### src/mem_slot_pkg.sv
// The slot index is two bits wide so a queue of more than four slots is not supported
package mem_slot_pkg;

	// ========================================================================
	// Slot life cycle
	// ========================================================================

	// A slot leaves AVAIL when a request is written into it
	// and comes back to AVAIL one cycle after its bus cycle completes
	typedef enum logic [1:0] {
		SLOT_AVAIL  = 2'd0,
		SLOT_READY  = 2'd1,
		SLOT_ACTIVE = 2'd2,
		SLOT_DELAY  = 2'd3
	} mem_slot_state_t;

	// Index of one slot in the array
	typedef logic [1:0] slot_idx_t;

	// Tag handed in by the client and returned with the response
	typedef logic [3:0] mem_tag_t;

	// Number of slots when the top level does not override it
	localparam int SLOT_COUNT_DEF = 4;

endpackage

### src/mem_bus_pkg.sv
// Word addressed 32-bit memory bus with a two-bit configuration address space
package mem_bus_pkg;

	// ========================================================================
	// Memory bus types
	// ========================================================================

	// Word address driven on wb_adr_o
	typedef logic [31:0] mem_adr_t;

	// Read and write data on the bus and on the configuration port
	typedef logic [31:0] mem_dat_t;

	// Byte selects, every access here moves a whole word
	typedef logic [3:0] mem_sel_t;

	// ========================================================================
	// Configuration register map
	// ========================================================================

	// Bit 0 is issue enable and bits 7 to 4 are the slot enable mask
	localparam logic [1:0] REG_CTRL  = 2'd0;
	// Any write here cancels the requests still waiting in READY
	localparam logic [1:0] REG_FLUSH = 2'd1;
	// Sixteen-bit completion count that wraps around
	localparam logic [1:0] REG_COUNT = 2'd2;

endpackage

### src/mem_slot_if.sv
// Only one bus request is offered at a time and done is a single-cycle pulse
`timescale 1ns/1ps

interface mem_slot_if;

	// Lowest-numbered active slot as offered by the slot array
	logic                   req_valid;
	logic                   req_we;
	mem_bus_pkg::mem_adr_t  req_adr;
	mem_bus_pkg::mem_dat_t  req_dat;
	mem_slot_pkg::slot_idx_t req_slot;

	// Completion from the bus master, valid in the cycle of the acknowledge
	logic                   done;
	mem_slot_pkg::slot_idx_t done_slot;
	mem_bus_pkg::mem_dat_t  done_dat;

	// The slot array offers requests and takes completions
	modport slots (output req_valid, req_we, req_adr, req_dat, req_slot,
		input done, done_slot, done_dat);

	// The bus master takes requests and reports completions
	modport master (input req_valid, req_we, req_adr, req_dat, req_slot,
		output done, done_slot, done_dat);

endinterface

### src/mem_slot_state.sv
// The owner must raise set_ready_i only while the slot is available
`timescale 1ns/1ps

module mem_slot_state (
	input  logic                          clk_i,
	input  logic                          rst_i,
	input  logic                          ack_i,
	input  logic                          set_ready_i,
	input  logic                          set_avail_i,
	output mem_slot_pkg::mem_slot_state_t state_o
);
	import mem_slot_pkg::*;

	always_ff @(posedge clk_i) begin
		if (rst_i) begin
			state_o <= SLOT_AVAIL;
		end else begin
			// Normal progress of the slot through its life cycle
			case (state_o)
				SLOT_AVAIL: ;
				SLOT_READY:
					// One cycle of settling before the slot may go on the bus
					state_o <= SLOT_ACTIVE;
				SLOT_ACTIVE:
					if (ack_i)
						state_o <= SLOT_DELAY;
				SLOT_DELAY:
					// The response is offered in this state for exactly one cycle
					state_o <= SLOT_AVAIL;
				default:
					state_o <= SLOT_AVAIL;
			endcase
			// A new request overrides the normal progress
			if (set_ready_i)
				state_o <= SLOT_READY;
			// Cancelling wins over everything else
			if (set_avail_i)
				state_o <= SLOT_AVAIL;
		end
	end

	// The array allocates only into free slots, so a live request is never overwritten
	a_ready_from_avail: assert property (@(posedge clk_i) disable iff (rst_i)
		set_ready_i |-> state_o == SLOT_AVAIL);

endmodule

### src/mem_slot_array.sv
// Responses are not back-pressured and the slot mask covers at most four slots
`timescale 1ns/1ps

module mem_slot_array #(
	parameter int SLOT_COUNT = mem_slot_pkg::SLOT_COUNT_DEF
) (
	input  logic                   clk_i,
	input  logic                   rst_i,
	input  logic                   req_valid_i,
	input  logic                   req_we_i,
	input  mem_bus_pkg::mem_adr_t  req_adr_i,
	input  mem_bus_pkg::mem_dat_t  req_dat_i,
	input  mem_slot_pkg::mem_tag_t req_tag_i,
	output logic                   req_ready_o,
	input  logic                   issue_en_i,
	input  logic                   flush_i,
	input  logic [SLOT_COUNT-1:0]  slot_mask_i,
	output logic                   resp_valid_o,
	output mem_slot_pkg::mem_tag_t resp_tag_o,
	output mem_bus_pkg::mem_dat_t  resp_dat_o,
	mem_slot_if.slots              bus
);
	import mem_slot_pkg::*;
	import mem_bus_pkg::*;

	// Per-slot request fields, written on allocation
	mem_slot_state_t slot_state [SLOT_COUNT];
	logic            slot_we    [SLOT_COUNT];
	mem_adr_t        slot_adr   [SLOT_COUNT];
	mem_dat_t        slot_dat   [SLOT_COUNT];
	mem_tag_t        slot_tag   [SLOT_COUNT];

	// Decoded views of the slot states
	logic [SLOT_COUNT-1:0] avail_vec;
	logic [SLOT_COUNT-1:0] active_vec;
	logic [SLOT_COUNT-1:0] delay_vec;
	logic [SLOT_COUNT-1:0] set_ready;
	logic [SLOT_COUNT-1:0] set_avail;
	logic [SLOT_COUNT-1:0] slot_ack;
	slot_idx_t             alloc_idx;
	slot_idx_t             active_idx;
	slot_idx_t             delay_idx;
	logic                  req_fire;

	// Index of the lowest set bit, zero when none is set
	function automatic slot_idx_t lowest_set(input logic [SLOT_COUNT-1:0] vec);
		slot_idx_t idx;
		idx = '0;
		for (int i = SLOT_COUNT - 1; i >= 0; i--) begin
			if (vec[i])
				idx = slot_idx_t'(i);
		end
		return idx;
	endfunction

	// ========================================================================
	// Slot state machines
	// ========================================================================

	always_comb begin
		for (int i = 0; i < SLOT_COUNT; i++) begin
			// Masked slots are never handed out but finish what they hold
			avail_vec[i]  = slot_state[i] == SLOT_AVAIL && slot_mask_i[i];
			active_vec[i] = slot_state[i] == SLOT_ACTIVE;
			delay_vec[i]  = slot_state[i] == SLOT_DELAY;
			// Flush only reaches requests that have not been offered to the bus
			set_avail[i]  = flush_i && slot_state[i] == SLOT_READY;
			slot_ack[i]   = bus.done && bus.done_slot == slot_idx_t'(i);
		end
	end

	assign alloc_idx   = lowest_set(avail_vec);
	assign active_idx  = lowest_set(active_vec);
	assign delay_idx   = lowest_set(delay_vec);
	assign req_ready_o = issue_en_i && |avail_vec;
	assign req_fire    = req_valid_i && req_ready_o;

	always_comb begin
		for (int i = 0; i < SLOT_COUNT; i++)
			set_ready[i] = req_fire && alloc_idx == slot_idx_t'(i);
	end

	for (genvar g = 0; g < SLOT_COUNT; g++) begin : g_slot
		mem_slot_state u_state (
			.clk_i       (clk_i),
			.rst_i       (rst_i),
			.ack_i       (slot_ack[g]),
			.set_ready_i (set_ready[g]),
			.set_avail_i (set_avail[g]),
			.state_o     (slot_state[g])
		);
	end

	// ========================================================================
	// Slot fields, bus offer and response
	// ========================================================================

	always_ff @(posedge clk_i) begin
		if (req_fire) begin
			slot_we[alloc_idx]  <= req_we_i;
			slot_adr[alloc_idx] <= req_adr_i;
			slot_dat[alloc_idx] <= req_dat_i;
			slot_tag[alloc_idx] <= req_tag_i;
		end
		// The completed slot is active, so it never collides with the allocation
		if (bus.done)
			slot_dat[bus.done_slot] <= slot_we[bus.done_slot] ? '0 : bus.done_dat;
	end

	// Active slots wait while issue is disabled
	assign bus.req_valid = issue_en_i && |active_vec;
	assign bus.req_we    = slot_we[active_idx];
	assign bus.req_adr   = slot_adr[active_idx];
	assign bus.req_dat   = slot_dat[active_idx];
	assign bus.req_slot  = active_idx;

	assign resp_valid_o = |delay_vec;
	assign resp_tag_o   = slot_tag[delay_idx];
	assign resp_dat_o   = slot_dat[delay_idx];

	// One bus cycle at a time means one response at a time
	a_one_delay: assert property (@(posedge clk_i) disable iff (rst_i)
		$onehot0(delay_vec));

	// The master only ever completes a slot that is on the bus
	a_done_active: assert property (@(posedge clk_i) disable iff (rst_i)
		bus.done |-> slot_state[bus.done_slot] == SLOT_ACTIVE);

endmodule

### src/mem_bus_master.sv
// Wishbone classic single cycles only with no error or retry and full-word selects
`timescale 1ns/1ps

module mem_bus_master (
	input  logic                  clk_i,
	input  logic                  rst_i,
	output logic                  wb_cyc_o,
	output logic                  wb_stb_o,
	output logic                  wb_we_o,
	output mem_bus_pkg::mem_adr_t wb_adr_o,
	output mem_bus_pkg::mem_dat_t wb_dat_o,
	output mem_bus_pkg::mem_sel_t wb_sel_o,
	input  mem_bus_pkg::mem_dat_t wb_dat_i,
	input  logic                  wb_ack_i,
	mem_slot_if.master            bus
);
	import mem_slot_pkg::*;

	typedef enum logic {
		MST_IDLE = 1'b0,
		MST_BUSY = 1'b1
	} mst_state_t;

	mst_state_t state_q;
	// Slot served by the cycle now on the bus
	slot_idx_t  slot_q;

	// ========================================================================
	// Cycle control
	// ========================================================================

	always_ff @(posedge clk_i) begin
		if (rst_i) begin
			state_q <= MST_IDLE;
		end else begin
			case (state_q)
				MST_IDLE:
					if (bus.req_valid)
						state_q <= MST_BUSY;
				MST_BUSY:
					// Both strobes fall on the edge that samples the acknowledge
					if (wb_ack_i)
						state_q <= MST_IDLE;
				default:
					state_q <= MST_IDLE;
			endcase
		end
	end

	// Address, data and direction are loaded once and held for the whole cycle
	always_ff @(posedge clk_i) begin
		if (state_q == MST_IDLE && bus.req_valid) begin
			wb_we_o  <= bus.req_we;
			wb_adr_o <= bus.req_adr;
			wb_dat_o <= bus.req_dat;
			slot_q   <= bus.req_slot;
		end
	end

	assign wb_cyc_o = state_q == MST_BUSY;
	assign wb_stb_o = state_q == MST_BUSY;
	assign wb_sel_o = '1;

	// Completion goes back in the acknowledge cycle itself
	assign bus.done      = wb_cyc_o && wb_ack_i;
	assign bus.done_slot = slot_q;
	assign bus.done_dat  = wb_dat_i;

	// The slave only acknowledges a cycle that is running
	a_ack_in_cyc: assert property (@(posedge clk_i) disable iff (rst_i)
		wb_ack_i |-> wb_cyc_o && wb_stb_o);

	// A cycle without acknowledge carries on unchanged into the next clock
	a_cycle_hold: assert property (@(posedge clk_i) disable iff (rst_i)
		wb_cyc_o && !wb_ack_i |=> wb_cyc_o && wb_stb_o && $stable(wb_adr_o)
			&& $stable(wb_we_o) && $stable(wb_dat_o));

endmodule

### src/mem_ctrl_regs.sv
// Single-cycle register port with no wait states and no write strobe per byte
`timescale 1ns/1ps

module mem_ctrl_regs (
	input  logic                  clk_i,
	input  logic                  rst_i,
	input  logic                  cfg_we_i,
	input  logic [1:0]            cfg_adr_i,
	input  mem_bus_pkg::mem_dat_t cfg_dat_i,
	output mem_bus_pkg::mem_dat_t cfg_dat_o,
	input  logic                  resp_valid_i,
	output logic                  issue_en_o,
	output logic                  flush_o,
	output logic [3:0]            slot_mask_o
);
	import mem_bus_pkg::*;

	logic        issue_en_q;
	logic [3:0]  slot_mask_q;
	logic        flush_q;
	// Completion counter, wraps at sixteen bits
	logic [15:0] count_q;

	always_ff @(posedge clk_i) begin
		if (rst_i) begin
			issue_en_q  <= 1'b0;
			slot_mask_q <= '0;
			flush_q     <= 1'b0;
			count_q     <= '0;
		end else begin
			// The written value is ignored, the write itself is the command
			flush_q <= cfg_we_i && cfg_adr_i == REG_FLUSH;
			if (cfg_we_i && cfg_adr_i == REG_CTRL) begin
				issue_en_q  <= cfg_dat_i[0];
				slot_mask_q <= cfg_dat_i[7:4];
			end
			if (resp_valid_i)
				count_q <= count_q + 16'd1;
		end
	end

	// Read data follows the address within the same cycle
	always_comb begin
		cfg_dat_o = '0;
		case (cfg_adr_i)
			REG_CTRL: begin
				cfg_dat_o[0]   = issue_en_q;
				cfg_dat_o[7:4] = slot_mask_q;
			end
			REG_COUNT:
				cfg_dat_o[15:0] = count_q;
			default: ;
		endcase
	end

	assign issue_en_o  = issue_en_q;
	assign flush_o     = flush_q;
	assign slot_mask_o = slot_mask_q;

endmodule

### src/mem_queue_top.sv
// SLOT_COUNT must lie between two and four and responses must be taken when offered
`timescale 1ns/1ps

module mem_queue_top #(
	parameter int SLOT_COUNT = mem_slot_pkg::SLOT_COUNT_DEF
) (
	input  logic                   clk_i,
	input  logic                   rst_i,
	// Client request port
	input  logic                   req_valid_i,
	input  logic                   req_we_i,
	input  mem_bus_pkg::mem_adr_t  req_adr_i,
	input  mem_bus_pkg::mem_dat_t  req_dat_i,
	input  mem_slot_pkg::mem_tag_t req_tag_i,
	output logic                   req_ready_o,
	// Tagged responses
	output logic                   resp_valid_o,
	output mem_slot_pkg::mem_tag_t resp_tag_o,
	output mem_bus_pkg::mem_dat_t  resp_dat_o,
	// Wishbone classic master
	output logic                   wb_cyc_o,
	output logic                   wb_stb_o,
	output logic                   wb_we_o,
	output mem_bus_pkg::mem_adr_t  wb_adr_o,
	output mem_bus_pkg::mem_dat_t  wb_dat_o,
	output mem_bus_pkg::mem_sel_t  wb_sel_o,
	input  mem_bus_pkg::mem_dat_t  wb_dat_i,
	input  logic                   wb_ack_i,
	// Configuration register port
	input  logic                   cfg_we_i,
	input  logic [1:0]             cfg_adr_i,
	input  mem_bus_pkg::mem_dat_t  cfg_dat_i,
	output mem_bus_pkg::mem_dat_t  cfg_dat_o
);

	logic       issue_en;
	logic       flush;
	logic [3:0] slot_mask;

	// Slot array to bus master hand-off
	mem_slot_if slot_bus ();

	// The slot index and the mask register both stop at four slots
	if (SLOT_COUNT < 2 || SLOT_COUNT > 4) begin : g_bad_count
		$error("SLOT_COUNT %0d is outside the range 2 to 4", SLOT_COUNT);
	end

	mem_slot_array #(
		.SLOT_COUNT (SLOT_COUNT)
	) u_slot_array (
		.clk_i        (clk_i),
		.rst_i        (rst_i),
		.req_valid_i  (req_valid_i),
		.req_we_i     (req_we_i),
		.req_adr_i    (req_adr_i),
		.req_dat_i    (req_dat_i),
		.req_tag_i    (req_tag_i),
		.req_ready_o  (req_ready_o),
		.issue_en_i   (issue_en),
		.flush_i      (flush),
		.slot_mask_i  (slot_mask[SLOT_COUNT-1:0]),
		.resp_valid_o (resp_valid_o),
		.resp_tag_o   (resp_tag_o),
		.resp_dat_o   (resp_dat_o),
		.bus          (slot_bus.slots)
	);

	mem_bus_master u_bus_master (
		.clk_i    (clk_i),
		.rst_i    (rst_i),
		.wb_cyc_o (wb_cyc_o),
		.wb_stb_o (wb_stb_o),
		.wb_we_o  (wb_we_o),
		.wb_adr_o (wb_adr_o),
		.wb_dat_o (wb_dat_o),
		.wb_sel_o (wb_sel_o),
		.wb_dat_i (wb_dat_i),
		.wb_ack_i (wb_ack_i),
		.bus      (slot_bus.master)
	);

	// Completions are counted from the response strobe
	mem_ctrl_regs u_ctrl_regs (
		.clk_i        (clk_i),
		.rst_i        (rst_i),
		.cfg_we_i     (cfg_we_i),
		.cfg_adr_i    (cfg_adr_i),
		.cfg_dat_i    (cfg_dat_i),
		.cfg_dat_o    (cfg_dat_o),
		.resp_valid_i (resp_valid_o),
		.issue_en_o   (issue_en),
		.flush_o      (flush),
		.slot_mask_o  (slot_mask)
	);

endmodule

### config.mk
export PLATFORM = sky130hd
export DESIGN_NAME = mem_queue_top
export DESIGN_NICKNAME = d
export VERILOG_FILES = /design/src/mem_slot_pkg.sv /design/src/mem_bus_pkg.sv /design/src/mem_slot_if.sv /design/src/mem_slot_state.sv /design/src/mem_slot_array.sv /design/src/mem_bus_master.sv /design/src/mem_ctrl_regs.sv /design/src/mem_queue_top.sv
export SDC_FILE = /design/constraint.sdc
export NUM_CORES = 1
export LEC_CHECK = 0
export BUFFER_PORTS_ARGS = -buffer_cell sky130_fd_sc_hd__buf_4
export CORE_MARGIN = 2
export CORE_UTILIZATION = 56
export DETAILED_ROUTE_END_ITERATION = 12
export PLACE_DENSITY = 0.8
export SYNTH_ARGS = -nofsm -noshare
export SYNTH_HDL_FRONTEND = slang
export SYNTH_SLANG_ARGS = --single-unit
### constraint.sdc
create_clock -name clk_i -period 4.9 [get_ports clk_i]
set_input_delay 0.49 -clock clk_i [delete_from_list [all_inputs] [get_ports clk_i]]
set_output_delay 0.49 -clock clk_i [all_outputs]
set_load 0.02 [all_outputs]
-- After elaboration in Yosys (flattened, before gate mapping)
Memory sizes are Yosys's and may differ from the RTL's. A register that Yosys moved wholly into a read port is not among the register bits.
Index checks and enable logic that the tools add are counted.
- muxes and demuxes: 37
- multipliers: 0
- equality and inequality tests: 28
- reduce and logical (&&, ||, !) cells: 57
- add/subtract/negate cells: 1
- bitwise logic cells: 1
- $lt $le $gt $ge: 0
- shift operators: 0
- divide/modulo/power cells: 0
- operators with widths (cell ; number):
    2-to-1 mux 2 bit ; 17
    2-to-1 mux 32 bit ; 1
    == test 2 bit, second input constant ; 13
    case mux 2 bit (3 select lines) ; 4
    logical AND 1 bit ; 23
    adder 16 x 1 -> 16 bit, second input constant ; 1
    AND reduction 2 bit ; 8
    nonzero test 4 bit ; 4
    == test 2 x 1 -> 1 bit, second input constant ; 7
    logical NOT 2 bit ; 7
    != test 3 bit, second input constant ; 4
    nonzero test 3 bit ; 4
    OR reduction 3 bit ; 4
    OR reduction 4 bit ; 3
    2-to-1 mux 1 bit ; 10
    2-to-1 mux 8 bit ; 1
    != test 2 bit, second input constant ; 4
    case mux 4 bit (2 select lines) ; 1
    OR reduction 2 bit ; 4
    case mux 1 bit (2 select lines) ; 2
    2-to-1 mux 3 bit ; 1
    inverter 1 bit ; 1
- bits in read-only memories: 0
- logic and storage cells: 142
- latch bits: 0
- RAM bits: 276
- memories: 4
- input port bits: 140
- output and inout port bits: 141
- register bits after elaboration: 33
- memories (memory ; words ; bits a word ; rd ports ; clocked after Yosys merged registers in ; wr ports ; RTL line ; RTL):
    u_slot_array.slot_adr ; 4 ; 32 ; 1 ; 1 ; 1 ; mem_slot_array.sv:29 ; mem_adr_t slot_adr [SLOT_COUNT];
    u_slot_array.slot_dat ; 4 ; 32 ; 2 ; 1 ; 2 ; mem_slot_array.sv:30 ; mem_dat_t slot_dat [SLOT_COUNT];
    u_slot_array.slot_tag ; 4 ; 4 ; 1 ; 0 ; 1 ; mem_slot_array.sv:31 ; mem_tag_t slot_tag [SLOT_COUNT];
    u_slot_array.slot_we ; 4 ; 1 ; 2 ; 2 ; 1 ; mem_slot_array.sv:28 ; logic slot_we [SLOT_COUNT];

-- Longest topological paths before layout
Gate-level depths: netlist of the first run.
- depth after elaboration: 10
- gate-level depth with buffers: 7
- depth with buffers taken out: 5

-- By module
Synthesis of the first run repeated with hierarchy kept, for this count alone.
- cell total of the unflattened synthesis: 1457
- area, all modules: 17946.0 um^2
- by module, submodules not included (module ; instances ; area each (um^2) ; sequential area each (um^2) ; cells an instance):
    mem_slot_array ; 1 ; 14049.7 ; 8287.9 ; 1176
    mem_bus_master ; 1 ; 2344.7 ; 2031.9 ; 110
    mem_ctrl_regs ; 1 ; 1236.2 ; 440.4 ; 143
    mem_slot_state ; 4 ; 78.8 ; 40.0 ; 7

-- Worst setup path after synthesis of the first run
Ideal clock, no wire load.
- kind: register to register
- start: register u_slot_array.g_slot[2].u_state.state_o[0]
- end: register (tool-made name)
- arrival time: 4.201 ns
- period minus slack after synthesis: 4.328 ns
- data required time: 4.774 ns
- cell stages (with the launch flop): 5
- setup slack: 0.572 ns
- buffers on the path: 1
- setup time: 0.126 ns
- path through: dfxtp_1 > nand2b_1 > buf_2 > a311oi_2 > mux2_2
- RTL lines (what ; RTL line ; RTL):
    from (decl) ; mem_slot_state.sv:10 ; output mem_slot_pkg::mem_slot_state_t state_o
    from (signal assigned) ; mem_slot_state.sv:16 ; state_o <= SLOT_AVAIL;
    from (signal assigned) ; mem_slot_state.sv:23 ; state_o <= SLOT_ACTIVE;
    from (signal assigned) ; mem_slot_state.sv:26 ; state_o <= SLOT_DELAY;

-- Worst setup path in the final report of the first run
- start: register u_slot_array.g_slot[0].u_state.state_o[0]
- end: output resp_dat_o[27]
- longest elaborated chain between the ends: 3
- RTL lines (what ; RTL line ; RTL):
    from (decl) ; mem_slot_state.sv:10 ;
    from (signal assigned) ; mem_slot_state.sv:16 ;
    from (signal assigned) ; mem_slot_state.sv:23 ;
    from (signal assigned) ; mem_slot_state.sv:26 ;
    == test 2 bit ; mem_slot_array.sv:65 ; delay_vec[i] = slot_state[i] == SLOT_DELAY;
    2-to-1 mux 2 bit ; mem_slot_array.sv:50 ; if (vec[i])
    memory read (4 x 32 bit) ; n/a ;
    to (decl) ; mem_queue_top.sv:19 ; output mem_bus_pkg::mem_dat_t resp_dat_o,
No other way between the ends.

==> impl_metrics.csv, run 1 <==
group,metric,value,unit
clock_tree,cts.clk_slew.worst_paths,0.06,ns
sta,setup_viol,0,
sta,fin_setup_tns,0,ns
floorplanning,rows,61,
synth,yosysSeqAreaShare,69.1,%
synth,synth_flop_cell,"edfxtp_1",
synth,synth_fa_ha_area_share,0.0788,%
clock_tree,htreeDepth,2,
detailed_routing,vias,11100,
grt,grt.total_usage,26.6,%
clock_tree,root_buffer,"clkbuf_16",
hold_path,hold_class,"input port to flip-flop",
sta,rsz0062_at_grt,"false",
synth,synth_top_family_by_area,"compound AO/OA/AOI/OAI gates",
worst_setup_path,reg2reg_slack,1.85,ns
synth,synthCells,1180,
floorplanning,coreArea,27900,µm²
floorplanning,dieArea,29700,µm²
power_and_ir_drop,ir_drop,213,µV
cells_and_area,nNetsFinal,1527,
cells_and_area,final_cell_mix,"edfxtp_1, buf_4, nand2_1",
detailed_routing,first_pass_iters,7,
clock_tree,post_cts_buffers,0,
clock_tree,clk_latency,0.54,ns
clock_tree,cts_tree,"done",
placement,portBuffers,233,
detailed_routing,drcViolationCount,0,
job,cap_violations,0,
grt,antenna_found_initial,2,
placement,hpwl,22.7,mm
worst_setup_path,worstReg2RegStart,"u_slot_array.g_slot[2].u_state.state_o[1]",
power_and_ir_drop,fin_total_pwr,6.51,mW
sta,slew_headroom,24.8,%
hold_path,hp-start,"req_adr_i[13]",
synth,ys_types,58,
clock_tree,cts_made_buffers,39,
run_status,status,"finished, final reports clean",
sta,final-hold-violation-count,0,
grt,grt-ovfl-total,0,
hold_path,hold_depth,1,
worst_setup_path,arrival,3.00,ns
worst_setup_path,reg2reg_to,"u_bus_master.wb_adr_o[26]",
power_and_ir_drop,p_leak,6.86,nW
floorplanning,initial_core_util,57.0,%
synth,ys_ff_latch,376,
synth,synth-simple-area-share,7.40,%
worst_setup_path,cp_top_family,"simple AND/OR/NAND/NOR gates",
synth,synthArstFlopShare,0,%
detailed_routing,first_iter_violations,1217,
sta,period_needed,3.49,ns
worst_setup_path,cp_slowest_cell,"nor2_8",
detailed_routing,drt_wl_total,39.8,mm
grt,grt_pass1_wl,60.0,mm
worst_setup_path,worstSetupPathType,"flip-flop to output pin",
detailed_routing,vias_per_cell,6.18,
cells_and_area,area_growth,20.2,%
worst_setup_path,worstPathRequired,4.41,ns
synth,synth_enable_flop_cells,343,
worst_setup_path,end_kind,"output pin",
synth,yosys_warnings,0,
sta,clock.fmax,287,MHz
hold_path,hold_end,"u_slot_array.slot_adr[0][13]",
synth,synth-xor-area-share,0.331,%
floorplanning,fp.dieH,172,µm
floorplanning,die_x,172,µm
placement,gp_congestion,0.783,
sta,skew,0.0152,ns
grt,grt_max_degree,71,
grt,grt_pass1_vias,10900,
detailed_routing,wl_per_cell,22.2,µm
power_and_ir_drop,power.density,341,nW/µm²
clock_tree,hold_buffers,0,
sta,maxSlewViolCount,0,
cells_and_area,final_layout_size_suffix_gt1_share,25.8,%
synth,syn_avg_cell_area,13.4,µm²
worst_setup_path,critical-path-max-stage-delay,0.84,ns
cells_and_area,layout_commonest_cell,"edfxtp_1",
clock_tree,cts.sinks,376,
sta,fin_crit_sh,71.2,%
sta,max_slew.worst_pin.slew,1.12,ns
worst_setup_path,ff2ff_path_depth,5,
floorplanning,io_pins,281,
detailed_routing,final_antenna_net_count,0,
worst_setup_path,path_cells,"a22o_4, nor2_8, mux4_2, buf_4",
worst_setup_path,start_kind,"flip-flop",
clock_tree,cts.repair.resized,0,
clock_tree,cts_buffer_depth,3,
worst_setup_path,cp_num_buf_inv,1,
synth,synth_compound_area_share,13.4,%
synth,muxShareOfSynthArea,6.09,%
synth,syn_area,15900,µm²
worst_setup_path,worst-path-max-fanout,36,
## how the worst max path moves through the flow
stage / start / endpoint / slack [ns] / cells after the start
floorplan: u_slot_array.g_slot[2].u_state.state_o[0] / flip-flop / 0.57 / 4
global placement: u_slot_array.g_slot[2].u_state.state_o[1] / flip-flop / 1.87 / 4
detailed placement: u_slot_array.g_slot[0].u_state.state_o[0] / resp_dat_o[11] / 1.91 / 4
CTS: u_slot_array.g_slot[0].u_state.state_o[0] / resp_dat_o[11] / 1.34 / 4
global route: u_slot_array.g_slot[0].u_state.state_o[0] / resp_dat_o[27] / 1.21 / 4
finish: u_slot_array.g_slot[0].u_state.state_o[0] / resp_dat_o[27] / 1.41 / 4
## synth_stat cells, drive strengths merged, types with 4 or more instances
| library cell | number | area (µm²) |
|---|---|---|
| edfxtp | 343 | 10300 |
| nand2 | 177 | 664 |
| o21ai | 135 | 676 |
| o22ai | 127 | 795 |
| a21oi | 81 | 409 |
| buf | 52 | 347 |
| clkbuf | 49 | 184 |
| mux4 | 36 | 811 |
| dfxtp | 33 | 661 |
| nor2 | 29 | 125 |
| and2 | 11 | 68.8 |
| inv | 11 | 41.3 |
| mux2i | 11 | 110 |
| nand3 | 7 | 35.0 |
| nand4 | 6 | 43.8 |
| or3 | 6 | 37.5 |
| nand2b | 5 | 31.3 |
| xor2 | 5 | 43.8 |
| a211oi | 4 | 30.0 |
| mux2 | 4 | 45.0 |
| o2111ai | 4 | 52.6 |
## final cells by class
| class | count | area, µm² |
|---|---|---|
| Antenna cell | 2 | 5.00 |
| Clock buffer | 46 | 1000 |
| Clock inverter | 26 | 213 |
| Fill cell | 1901 | 8780 |
| Inverter | 11 | 41.3 |
| Multi-Input combinational cell | 710 | 4490 |
| Sequential cell | 376 | 11000 |
| Tap cell | 378 | 473 |
| Timing Repair Buffer | 248 | 1890 |
## power breakdown
| part | switching, mW | internal [mW] |
|---|---|---|
| clock network | 1.24 | 1.59 |
| registers | 0.00288 | 3.49 |
| logic | 0.102 | 0.0851 |
| total | 1.34 | 5.17 |
## layer usage
metal	part of all wire, %	up-vias	wire length (µm)	GRT usage [%]
met2	50	702	19800	44.3
met4	2.6	0	1050	9.28
met3	9.8	91	3900	4.26
met5	0	-	0	0
li1	-	4934	-	-
met1	38	5374	15100	36.0
## cell families (layout without fill, tap and decap cells)
kind of cell / count (synthesis) / in the layout
xor+xnor: 6 / 6
buf+inv: 112 / 331
other cells: 2 / 22
simple gates: 264 / 264
fa+ha+maj: 1 / 1
compound gates: 368 / 368
mux: 51 / 51
flops: 376 / 376
## sequential cells by signal, summed over array words and instances, names as in the netlist, named ones only
| signal | count |
|---|---|
| u_bus_master.bus.done_slot | 2 |
| u_bus_master.wb_adr_o | 32 |
| u_bus_master.wb_cyc_o | 1 |
| u_bus_master.wb_dat_o | 32 |
| u_bus_master.wb_we_o | 1 |
| u_ctrl_regs.count_q | 16 |
| u_ctrl_regs.flush_o | 1 |
| u_ctrl_regs.issue_en_o | 1 |
| u_ctrl_regs.slot_mask_o | 4 |
| u_slot_array.g_slot.u_state.state_o | 8 |
| u_slot_array.slot_adr | 128 |
| u_slot_array.slot_dat | 128 |
| u_slot_array.slot_tag | 16 |
| u_slot_array.slot_we | 4 |
## stage by stage
stage	setup WS [ns]	util (%)	hold slack [ns]	cell area, µm²	instances
floorplan	0.572	-	0.461	15900	1198
global placement	1.87	64.1	0.475	17900	1723
detailed placement	1.91	64.1	0.492	17900	1723
CTS	1.34	68.4	0.134	19100	1795
global route	1.21	68.5	0.142	19100	1796
finish	1.41	68.5	0.154	19100	1797
Power figures use the tool's default switching activity.
==> inputs of run 2 (changes only) <==
--- a/config.mk
+++ b/config.mk
@@ -7,9 +7,9 @@
 export LEC_CHECK = 0
 export BUFFER_PORTS_ARGS = -buffer_cell sky130_fd_sc_hd__buf_4
 export CORE_MARGIN = 2
-export CORE_UTILIZATION = 56
+export CORE_UTILIZATION = 51
 export DETAILED_ROUTE_END_ITERATION = 12
-export PLACE_DENSITY = 0.8
+export PLACE_DENSITY = 0.77
 export SYNTH_ARGS = -nofsm -noshare
 export SYNTH_HDL_FRONTEND = slang
 export SYNTH_SLANG_ARGS = --single-unit
==> constraint.sdc (replaced) <==
create_clock -name clk_i -period 3.2 [get_ports clk_i]
set_input_delay 0.32 -clock clk_i [delete_from_list [all_inputs] [get_ports clk_i]]
set_output_delay 0.32 -clock clk_i [all_outputs]
set_load 0.02 [all_outputs]
==> run 2 against run 1 <==
Effect of this change:
- register-to-register slack got worse by 1.2 ns
- cell area increased by 2.5%
- clock power grew 51%
- clock-buffer cell count up 5
- sequential cell count unchanged
- non-clock buffer count grew 50
- routed wire length is 5.0% higher
- die area is 9.6% higher
- utilization shrank 4.5 points
- critical path depth up 1
- final cell count up 3.6%
- total power up 53%
- largest cell class unchanged
- largest power group unchanged
- highest routed layer is now met5
==> impl_metrics.csv, run 2 (same netlist as run 1, synthesis figures left out) <==
group,metric,value,unit
worst_setup_path,end_kind,"output pin",
detailed_routing,vias_per_cell,6.03,
floorplanning,rows,64,
cells_and_area,final_cell_mix,"edfxtp_1, buf_4, nand2_1",
cells_and_area,layout_commonest_cell,"edfxtp_1",
run_status,status,"finished, final reports clean",
grt,grt-ovfl-total,0,
power_and_ir_drop,power.density,509,nW/µm²
cells_and_area,top_regs,"u_slot_array.slot_adr (128), u_slot_array.slot_dat (128)",
grt,grt.total_usage,25.0,%
worst_setup_path,start_kind,"flip-flop",
floorplanning,die_x,180,µm
worst_setup_path,ff2ff_path_depth,4,
sta,max_slew.worst_pin.slew,1.03,ns
clock_tree,cts_buffer_depth,3,
clock_tree,cts_tree,"done",
power_and_ir_drop,p_leak,7.08,nW
clock_tree,clk_latency,0.54,ns
floorplanning,coreArea,30600,µm²
grt,grt_pass1_vias,11200,
sta,slew_headroom,31.3,%
detailed_routing,wl_per_cell,22.5,µm
grt,grt_max_degree,66,
sta,period_needed,2.97,ns
sta,timing.hold.ws,0.0317,ns
clock_tree,cts.sinks,376,
cells_and_area,final_layout_size_suffix_gt1_share,25.5,%
power_and_ir_drop,switching_power,2.01,mW
power_and_ir_drop,p_int,7.93,mW
detailed_routing,drcViolationCount,0,
floorplanning,fp.dieH,180,µm
placement,gp_congestion,0.816,
power_and_ir_drop,pwr-share-comb,3.3,%
power_and_ir_drop,power_frac_seq,53.8,%
floorplanning,dieArea,32500,µm²
clock_tree,cts_made_buffers,39,
worst_setup_path,path_cells,"a22o_4, nor2_8, buf_4, mux4_2, buf_4",
placement,portBuffers,233,
sta,rsz0062_at_grt,"false",
floorplanning,io_pins,281,
job,cap_violations,0,
sta,skew,0.0223,ns
power_and_ir_drop,p_sw_share,20.2,%
worst_setup_path,cp_slowest_cell,"mux4_2",
hold_path,hold_class,"input port to flip-flop",
placement,hpwl,24.2,mm
grt,grt_pass1_wl,63.2,mm
sta,clock.fmax,336,MHz
worst_setup_path,critical-path-max-stage-delay,0.55,ns
clock_tree,post_cts_buffers,0,
sta,setup_viol,0,
sta,fin_crit_sh,92.9,%
cells_and_area,fillerInstances,2238,
sta,maxSlewViolCount,0,
clock_tree,htreeDepth,2,
worst_setup_path,arrival,2.65,ns
detailed_routing,final_antenna_net_count,0,
power_and_ir_drop,clkPwrFrac,42.9,%
power_and_ir_drop,ir_drop,333,µV
clock_tree,root_buffer,"clkbuf_16",
worst_setup_path,worstSetupPathType,"flip-flop to output pin",
clock_tree,cts.clk_slew.worst_paths,0.06,ns
hold_path,hold_depth,3,
cells_and_area,area_growth,23.2,%
detailed_routing,drt_wl_total,41.8,mm
grt,antenna_found_initial,2,
worst_setup_path,worstPathRequired,2.88,ns
sta,final-hold-violation-count,0,
detailed_routing,first_iter_violations,1068,
sta,fin_setup_tns,0,ns
floorplanning,initial_core_util,51.9,%
detailed_routing,vias,11200,
detailed_routing,first_pass_iters,8,
cells_and_area,nNetsFinal,1577,
worst_setup_path,worst-path-max-fanout,11,
worst_setup_path,cp_common_cell,"buf_4",
## run 2: metal layers
layer	track usage, %	vias up	share of wire (%)
li1	-	5036	-
met1	31.9	5486	38
met2	43.2	615	51
met3	4.06	90	8.5
met4	9.29	2	2.8
met5	0	-	0.031
## run 2: power by group through the flow
stage                     logic [mW]  registers (mW)  clock network (mW)
after CTS                      0.324            5.35                4.32
after detailed placement       0.283            5.45                   0
after global routing           0.362            5.35                4.51
final                          0.327            5.35                4.27
after global placement         0.268            5.45                   0
after floorplan                0.132            5.45                   0
## run 2: critical path: cells and delay by family (launching register included)
kind                   cells  cell delay, ns
multiplexers               1            0.55
flip-flops                 1            0.41
buffers and inverters      2            0.49
AND/OR/NAND/NOR            1            0.33
AO/OA/AOI/OAI              1            0.35
## run 2: through the flow
step | utilization [%] | instances | cell area (µm²) | power [mW] | worst slack, ns
final | 63.9 | 1861 | 19600 | 9.95 | 0.227
after global routing | 63.9 | 1861 | 19600 | 10.2 | 0.112
after CTS | 63.9 | 1860 | 19600 | 9.99 | 0.178
after detailed placement | 58.8 | 1754 | 18000 | 5.74 | 0.697
after global placement | 58.8 | 1754 | 18000 | 5.72 | 0.751
after floorplan | - | 1198 | 16000 | 5.59 | 0.00825
## run 2: cell type report
type | instances | area (µm²) | area share [%]
clock inverter | 18 | 170 | 0.870
multi-input combinational | 710 | 4500 | 23.0
antenna | 1 | 2.50 | 0.0128
timing repair buffer | 298 | 2370 | 12.1
sequential | 376 | 11000 | 56.1
clock buffer | 51 | 1020 | 5.22
tap | 396 | 495 | 2.53
inverter | 11 | 41.3 | 0.211
## run 2: worst paths after layout
path | start | to | slack [ns]
setup / recovery | u_slot_array.g_slot[0].u_state.state_o[0] | resp_dat_o[20] | 0.23
hold / removal | cfg_dat_i[6] | u_ctrl_regs.slot_mask_o[2] | 0.03
setup reg to reg | u_slot_array.g_slot[0].u_state.state_o[0] | u_slot_array.slot_dat[1][6] | 0.66
hold reg to reg | u_ctrl_regs.count_q[13] | u_ctrl_regs.count_q[13] | 0.50
## run 2: timing repair
action                                 4_1_cts  5_1_grt
hold buffers                                37        0
endpoints found under the hold margin      148        0
resized for setup                            0        0
